File: src/printerPkg.sv
package printerPkg;

    // ----------------------------------------------------------------------
    // Word widths
    // ----------------------------------------------------------------------

    // Command word from the outside world
    localparam int CmdWidth     = 32;
    // Bit 16 is the RS level (1 data, 0 command), bits 15..0 the bus value
    localparam int LcdWordWidth = 17;
    // Value field of a command and LCD bus width
    localparam int ValueWidth   = 16;

    // ----------------------------------------------------------------------
    // Command field positions
    // ----------------------------------------------------------------------

    localparam int OpcodeMsb = 31;
    localparam int OpcodeLsb = 30;
    // Fill repeat count, 14 bits
    localparam int CountMsb  = 29;
    localparam int CountLsb  = 16;

    // Command opcodes
    typedef enum logic [1:0] {
        OpCmd  = 2'd0,
        OpData = 2'd1,
        OpFill = 2'd2,
        OpNop  = 2'd3
    } printerOp_t;

    // Printer engine FSM
    typedef enum logic [1:0] {
        EngIdle,
        Fetch,
        Emit
    } engineState_t;

    // LCD write cycle FSM
    typedef enum logic [1:0] {
        WrIdle,
        WrLow,
        WrHigh
    } writerState_t;

endpackage

File: src/syncFifo.sv
`timescale 1ns/1ps

module syncFifo #(
    parameter int Width     = 32,
    parameter int DepthLog2 = 2
) (
    input  logic             clk,
    input  logic             RSTn,
    input  logic             push,
    input  logic [Width-1:0] wdata,
    input  logic             pop,
    output logic [Width-1:0] rdata,
    output logic             full,
    output logic             empty
);

    localparam int Depth = 1 << DepthLog2;

    logic [Width-1:0]   mem [Depth];
    // One extra bit tells a full FIFO from an empty one
    logic [DepthLog2:0] wrPtr;
    logic [DepthLog2:0] rdPtr;
    logic               doPush;
    logic               doPop;

    assign doPush = push && !full;
    assign doPop  = pop && !empty;

    // ----------------------------------------------------------------------
    // Flags from the pointer pair
    // ----------------------------------------------------------------------

    assign empty = (wrPtr == rdPtr);
    assign full  = (wrPtr[DepthLog2] != rdPtr[DepthLog2]) &&
                   (wrPtr[DepthLog2-1:0] == rdPtr[DepthLog2-1:0]);

    // Head word shown without a read latency
    assign rdata = mem[rdPtr[DepthLog2-1:0]];

    // ----------------------------------------------------------------------
    // Storage and pointers
    // ----------------------------------------------------------------------

    always_ff @(posedge clk) begin
        if (doPush) begin
            mem[wrPtr[DepthLog2-1:0]] <= wdata;
        end
    end

    always_ff @(posedge clk or negedge RSTn) begin
        if (!RSTn) begin
            wrPtr <= '0;
            rdPtr <= '0;
        end else begin
            if (doPush) begin
                wrPtr <= wrPtr + 1'b1;
            end
            if (doPop) begin
                rdPtr <= rdPtr + 1'b1;
            end
        end
    end

endmodule

File: src/printerEngine.sv
`timescale 1ns/1ps

module printerEngine (
    input  logic                                clk,
    input  logic                                RSTn,
    input  logic                                cmdEmpty,
    input  logic [printerPkg::CmdWidth-1:0]     cmdRdata,
    input  logic                                dispFull,
    output logic                                cmdPop,
    output logic                                dispPush,
    output logic [printerPkg::LcdWordWidth-1:0] dispWdata
);

    import printerPkg::*;

    localparam int CountWidth = CountMsb - CountLsb + 1;

    engineState_t          state;
    printerOp_t            opcode;
    logic [CountWidth-1:0] cmdCount;
    // Words still to emit for the current command
    logic [CountWidth-1:0] remaining;
    logic                  rsLevel;
    logic [ValueWidth-1:0] value;

    // ----------------------------------------------------------------------
    // Command decode
    // ----------------------------------------------------------------------

    assign opcode   = printerOp_t'(cmdRdata[OpcodeMsb:OpcodeLsb]);
    assign cmdCount = cmdRdata[CountMsb:CountLsb];

    // Pop and latch happen together in Fetch
    assign cmdPop    = (state == Fetch);
    // Back-pressure from the display FIFO
    assign dispPush  = (state == Emit) && !dispFull;
    assign dispWdata = {rsLevel, value};

    // Payload of the current command
    always_ff @(posedge clk) begin
        if (cmdPop) begin
            rsLevel <= (opcode != OpCmd);
            value   <= cmdRdata[ValueWidth-1:0];
        end
    end

    // ----------------------------------------------------------------------
    // Expansion FSM
    // ----------------------------------------------------------------------

    always_ff @(posedge clk or negedge RSTn) begin
        if (!RSTn) begin
            state     <= EngIdle;
            remaining <= '0;
        end else begin
            case (state)
                EngIdle: begin
                    if (!cmdEmpty) begin
                        state <= Fetch;
                    end
                end
                Fetch: begin
                    case (opcode)
                        OpCmd, OpData: begin
                            remaining <= CountWidth'(1);
                            state     <= Emit;
                        end
                        OpFill: begin
                            remaining <= cmdCount;
                            // Zero-count fill is consumed silently
                            state     <= (cmdCount == '0) ? EngIdle : Emit;
                        end
                        default: begin
                            state <= EngIdle;
                        end
                    endcase
                end
                Emit: begin
                    if (dispPush) begin
                        remaining <= remaining - 1'b1;
                        if (remaining == CountWidth'(1)) begin
                            state <= EngIdle;
                        end
                    end
                end
                default: begin
                    state <= EngIdle;
                end
            endcase
        end
    end

endmodule

File: src/lcdWriter.sv
`timescale 1ns/1ps

module lcdWriter #(
    parameter int WrLowCycles  = 3,
    parameter int WrHighCycles = 2
) (
    input  logic                                clk,
    input  logic                                RSTn,
    input  logic                                dispEmpty,
    input  logic [printerPkg::LcdWordWidth-1:0] dispRdata,
    output logic                                dispPop,
    output logic                                LCD_CS,
    output logic                                LCD_RS,
    output logic                                LCD_WR,
    output logic [printerPkg::ValueWidth-1:0]   LCD_DATA
);

    import printerPkg::*;

    localparam int MaxCycles = (WrLowCycles > WrHighCycles) ? WrLowCycles : WrHighCycles;
    localparam int CntWidth  = $clog2(MaxCycles + 1);

    writerState_t        state;
    // Cycles left in the current WR phase, minus one
    logic [CntWidth-1:0] phaseCnt;
    logic                phaseDone;

    assign phaseDone = (phaseCnt == '0);

    // New word taken from Idle, or back to back at the end of the high phase
    assign dispPop = !dispEmpty &&
                     ((state == WrIdle) || ((state == WrHigh) && phaseDone));

    // ----------------------------------------------------------------------
    // Bus value and RS, held for the whole write
    // ----------------------------------------------------------------------

    always_ff @(posedge clk or negedge RSTn) begin
        if (!RSTn) begin
            LCD_RS   <= 1'b0;
            LCD_DATA <= '0;
        end else if (dispPop) begin
            LCD_RS   <= dispRdata[ValueWidth];
            LCD_DATA <= dispRdata[ValueWidth-1:0];
        end
    end

    // ----------------------------------------------------------------------
    // 8080 write cycle FSM
    // ----------------------------------------------------------------------

    always_ff @(posedge clk or negedge RSTn) begin
        if (!RSTn) begin
            state    <= WrIdle;
            phaseCnt <= '0;
            LCD_CS   <= 1'b1;
            LCD_WR   <= 1'b1;
        end else begin
            case (state)
                WrIdle, WrHigh: begin
                    if (state == WrIdle || phaseDone) begin
                        if (dispPop) begin
                            state    <= WrLow;
                            phaseCnt <= CntWidth'(WrLowCycles - 1);
                            LCD_CS   <= 1'b0;
                            LCD_WR   <= 1'b0;
                        end else begin
                            state  <= WrIdle;
                            LCD_CS <= 1'b1;
                        end
                    end else begin
                        phaseCnt <= phaseCnt - 1'b1;
                    end
                end
                WrLow: begin
                    if (phaseDone) begin
                        // Rising WR edge latches the word in the LCD
                        state    <= WrHigh;
                        phaseCnt <= CntWidth'(WrHighCycles - 1);
                        LCD_WR   <= 1'b1;
                    end else begin
                        phaseCnt <= phaseCnt - 1'b1;
                    end
                end
                default: begin
                    state <= WrIdle;
                end
            endcase
        end
    end

endmodule

File: src/printerTop.sv
`timescale 1ns/1ps

module printerTop #(
    parameter int CmdDepthLog2  = 2,
    parameter int DispDepthLog2 = 2,
    parameter int WrLowCycles   = 3,
    parameter int WrHighCycles  = 2
) (
    input  logic                              clk,
    input  logic                              RSTn,
    input  logic                              cmdWrite,
    input  logic [printerPkg::CmdWidth-1:0]   cmdData,
    output logic                              cmdFull,
    output logic                              LCD_CS,
    output logic                              LCD_RS,
    output logic                              LCD_WR,
    output logic [printerPkg::ValueWidth-1:0] LCD_DATA
);

    import printerPkg::*;

    // ----------------------------------------------------------------------
    // Command path
    // ----------------------------------------------------------------------

    logic                cmdEmpty;
    logic                cmdPop;
    logic [CmdWidth-1:0] cmdRdata;

    syncFifo #(
        .Width     (CmdWidth),
        .DepthLog2 (CmdDepthLog2)
    ) cmdFifo (
        .clk   (clk),
        .RSTn  (RSTn),
        .push  (cmdWrite),
        .wdata (cmdData),
        .pop   (cmdPop),
        .rdata (cmdRdata),
        .full  (cmdFull),
        .empty (cmdEmpty)
    );

    // ----------------------------------------------------------------------
    // Expansion into display words
    // ----------------------------------------------------------------------

    logic                    dispPush;
    logic                    dispFull;
    logic [LcdWordWidth-1:0] dispWdata;

    printerEngine engine (
        .clk       (clk),
        .RSTn      (RSTn),
        .cmdEmpty  (cmdEmpty),
        .cmdRdata  (cmdRdata),
        .dispFull  (dispFull),
        .cmdPop    (cmdPop),
        .dispPush  (dispPush),
        .dispWdata (dispWdata)
    );

    // ----------------------------------------------------------------------
    // Display word buffer and LCD bus
    // ----------------------------------------------------------------------

    logic                    dispEmpty;
    logic                    dispPop;
    logic [LcdWordWidth-1:0] dispRdata;

    syncFifo #(
        .Width     (LcdWordWidth),
        .DepthLog2 (DispDepthLog2)
    ) dispFifo (
        .clk   (clk),
        .RSTn  (RSTn),
        .push  (dispPush),
        .wdata (dispWdata),
        .pop   (dispPop),
        .rdata (dispRdata),
        .full  (dispFull),
        .empty (dispEmpty)
    );

    lcdWriter #(
        .WrLowCycles  (WrLowCycles),
        .WrHighCycles (WrHighCycles)
    ) writer (
        .clk       (clk),
        .RSTn      (RSTn),
        .dispEmpty (dispEmpty),
        .dispRdata (dispRdata),
        .dispPop   (dispPop),
        .LCD_CS    (LCD_CS),
        .LCD_RS    (LCD_RS),
        .LCD_WR    (LCD_WR),
        .LCD_DATA  (LCD_DATA)
    );

endmodule

File: config.mk
export PLATFORM = sky130hd
export DESIGN_NAME = printerTop
export DESIGN_NICKNAME = d
export VERILOG_FILES = /design/src/printerPkg.sv /design/src/syncFifo.sv /design/src/printerEngine.sv /design/src/lcdWriter.sv /design/src/printerTop.sv
export SDC_FILE = /design/constraint.sdc
export NUM_CORES = 1
export LEC_CHECK = 0
export BUFFER_PORTS_ARGS = -buffer_cell sky130_fd_sc_hd__buf_2
export CAP_MARGIN = 20
export CORE_UTILIZATION = 50
export DETAILED_ROUTE_END_ITERATION = 6
export PLACE_DENSITY_LB_ADDON = 0.05
export SLEW_MARGIN = 20
export SYNTH_ARGS = -nofsm -noshare
export SYNTH_HDL_FRONTEND = slang
export SYNTH_SLANG_ARGS = --single-unit
File: constraint.sdc
create_clock -name clk -period 2.9 [get_ports clk]
set_input_delay 0.29 -clock clk [delete_from_list [all_inputs] [get_ports clk]]
set_output_delay 0.29 -clock clk [all_outputs]
set_load 0.05 [all_outputs]
==> run metrics <==
Initial Util 0.513; CTS H-tree lvls 1; CP arrival 2.87 ns; Final Total Pwr 0.0142 W; sequential fraction of the synthesis area 0.737; Fin. Hold Viols 0; initial antenna violation count 0; share of cells above drive strength 1 0.280; Gate Count Post-Synth 542; Die X-Extent 146 µm; run status finished clean; sw frac 0.318; Post-synth ARST share 0.193; std cell rows 52; Post-synth EDFFs 213; Worst EP required 3.28 ns; # setup viols final 0; commonest non-fill, non-tap cells in the layout edfxtp_1, buf_2, dfrtp_1; Fin Setup TNS 0 ns; FF+latch count, synth 264; Worst path max stage delay 0.63 ns; Startpoint Class flip-flop; fmax 402 MHz; Sink Count 264; RSZ-0062 raised after global routing false; Distinct cells, synth 52; Die Ht 146 µm; detailed-route DRC error count 0; Pins Over Slew Limit 0; ys flop type edfxtp_1; HPWL Detailed 11000 µm; CTS Root Cell clkbuf_16; DR WL/cell 19.1 µm; Int Power 0.00970 W; gr ovfl total 0; worst reg2reg endpoint engine.remaining[6]; final worst-path cycle share 0.859; most area-hungry cell type in the Yosys netlist edfxtp_1; largest net degree at the start of global routing 45; port bufs 54; CP Capture Point engine.remaining[6]; Antenna diodes 0; share of total power in the clock network 0.274; I/O pin count 55; crit path launch cmdFifo.rdPtr[0]; Clk Latency, worst-skew pair 0.53 ns; post_cts resized 0; Switch Pwr 0.00452 W; CTS buffer count 28; die area 21400 µm²; Critical Path Fanout Max 18; via count 5183; Area Overhead vs Synth 19.1%; Setup CP Type reg2reg; Flop pwr share 0.417; Tmin final 2.49 ns; share of the synthesized area in the top cell type 0.614; aggregate global-route resource usage 0.175; max_cap viols 0; reg2reg setup slack 0.41 ns; CTS tree built; skew final 0.00715 ns; Cell Area, Synth 10400 µm²; Comb pwr share 0.309; routed vias/inst 5.48; synthesized area per cell 19.2 µm²; CTS Buffer Depth 3; cell at the slowest stage of the critical path dfrtp_2; vias in the first global route 5389; pwr/cell area 1150 nW/µm²; VDD IR max 0.885 mV; worst min path class in2reg; Antenna Nets Post-Route 0; CP endpoint kind flip-flop; first-pass GRT wire length 29100 µm; initial DRC count 344; core area 20300 µm²; Mapped Nets 594; Leakage 4.47 nW; Ys Warns 0; delay-heaviest family, CP compound AO/OA/AOI/OAI gates; Nets 706; Slew HR 0.375; reg2reg start cmdFifo.rdPtr[0]; commonest non-fill, non-tap cell in the layout edfxtp_1; Levels on crit path 5; GPL Wtd Cong 0.711; cells on worst reg2reg path 5; WL final 18100 µm; Crit path top cell by count o21ai_0; First-pass DRT Iterations 5; Clk pin slew, worst setup/hold paths 0.06 ns; Area contributors post-synth edfxtp_1, dfrtp_1, mux4_2, mux2_2, mux4_1; worst-path cell chain mux4_2 -> and3_4 -> a211o_1 -> o21ai_0 -> o21ai_0; Critical path buffers and inverters 0; Fill cells 1509; Worst Tran Pin Value 0.937 ns
layer usage:
metal  routed length, µm  GRT usage
met4                 306     0.0464
met3                 885     0.0303
met1                8310      0.251
met5                   0          0
met2                8590      0.282
flip-flops by register name, indices dropped and copies added (netlist names):
name and cells:
cmdFifo.mem 128, dispFifo.mem 68, engine.value 16, writer.LCD_DATA 16, engine.remaining 14, cmdFifo.rdPtr 3, cmdFifo.wrPtr 3, dispFifo.rdPtr 3
dispFifo.wrPtr 3, engine.state 2, writer.phaseCnt 2, writer.state 2, engine.rsLevel 1, writer.LCD_CS 1, writer.LCD_RS 1, writer.LCD_WR 1
per-stage QoR:
| stage | instance area, µm² | util | setup WS [ns] | hold WS [ns] | instances |
|---|---|---|---|---|---|
| after floorplan | 10400 | - | 0.404 | -0.00559 | 542 |
| after global placement | 11000 | 0.543 | 0.464 | 0.467 | 861 |
| after detailed placement | 11000 | 0.543 | 0.396 | 0.467 | 861 |
| after CTS | 12400 | 0.611 | 0.389 | 0.160 | 946 |
| after global routing | 12400 | 0.611 | 0.223 | 0.201 | 946 |
| final | 12400 | 0.611 | 0.410 | 0.187 | 946 |
area by class of cell:
cell class	instances	area (µm²)	share of cell area
Inverter	12	45.0	0.00363
Multi-Input combinational cell	243	2570	0.207
Clock inverter	13	219	0.0177
Sequential cell	264	7680	0.619
Tap cell	270	338	0.0272
Timing Repair Buffer	105	738	0.0595
Clock buffer	39	823	0.0664
worst register-to-register path: stages (launching register included):
cell,delay (ns)
dfrtp_2,0.63
mux4_2,0.63
and3_4,0.22
a211o_1,0.48
o21ai_0,0.27
o21ai_0,0.12
power groups by stage:
stage | Clock, W | Sequential, W | Combinational (W)
2_1_floorplan | 0 | 0.00626 | 0.00297
3_3_place_gp | 0 | 0.00594 | 0.00436
3_5_place_dp | 0 | 0.00601 | 0.00441
4_1_cts | 0.00400 | 0.00594 | 0.00446
5_1_grt | 0.00415 | 0.00604 | 0.00477
6_report | 0.00390 | 0.00593 | 0.00439
cells in the mapped netlist (all sizes together), types with 2 or more instances:
cell type / instances
xor2: 6
o21ai: 19
o41ai: 2
ha: 17
edfxtp: 213
o22a: 3
mux2: 23
dfstp: 2
a211oi: 2
a2bb2oi: 2
a211o: 2
dfrtp: 49
nand2b: 2
nor3: 8
a31oi: 2
and3: 2
a21boi: 3
o2bb2ai: 2
a32oi: 4
buf: 14
mux2i: 2
mux4: 49
a21oi: 11
inv: 12
nor2b: 6
nor2: 11
a22o: 2
clkbuf: 9
nor3b: 2
and2: 8
xnor2: 9
nand2: 22
nor4: 5
nand3: 7
cell families after synthesis:
kind of cell | after synthesis | synth area share
AND/OR/NAND/NOR | 77 | 0.0381
multiplexers | 74 | 0.136
adder cells (fa/ha/maj) | 17 | 0.0204
flip-flops | 264 | 0.737
AO/OA/AOI/OAI | 60 | 0.0388
buffers and inverters | 35 | 0.0169
XOR/XNOR | 15 | 0.0126
repair_timing:
| action | 4_1_cts | 5_1_grt |
|---|---|---|
| hold buffers | 33 | 0 |
| endpoints found under the hold margin | 137 | 0 |
| buffers inserted | 0 | 0 |
| endpoints found under the setup margin | 0 | 0 |
worst min-delay path by stage:
stage	slack, ns	endpoint	from	depth (start not counted)
6_report	0.19	cmdFifo.wrPtr[0]	cmdWrite	3
5_1_grt	0.20	cmdFifo.wrPtr[0]	cmdWrite	3
4_1_cts	0.16	cmdFifo.wrPtr[0]	cmdWrite	3
3_5_place_dp	0.47	engine.remaining[8]	engine.remaining[8]	1
3_3_place_gp	0.47	writer.LCD_WR	writer.LCD_WR	2
2_1_floorplan	-0.006	cmdFifo.rdPtr[0]	RSTn	0
Power figures use the tool's default switching activity.
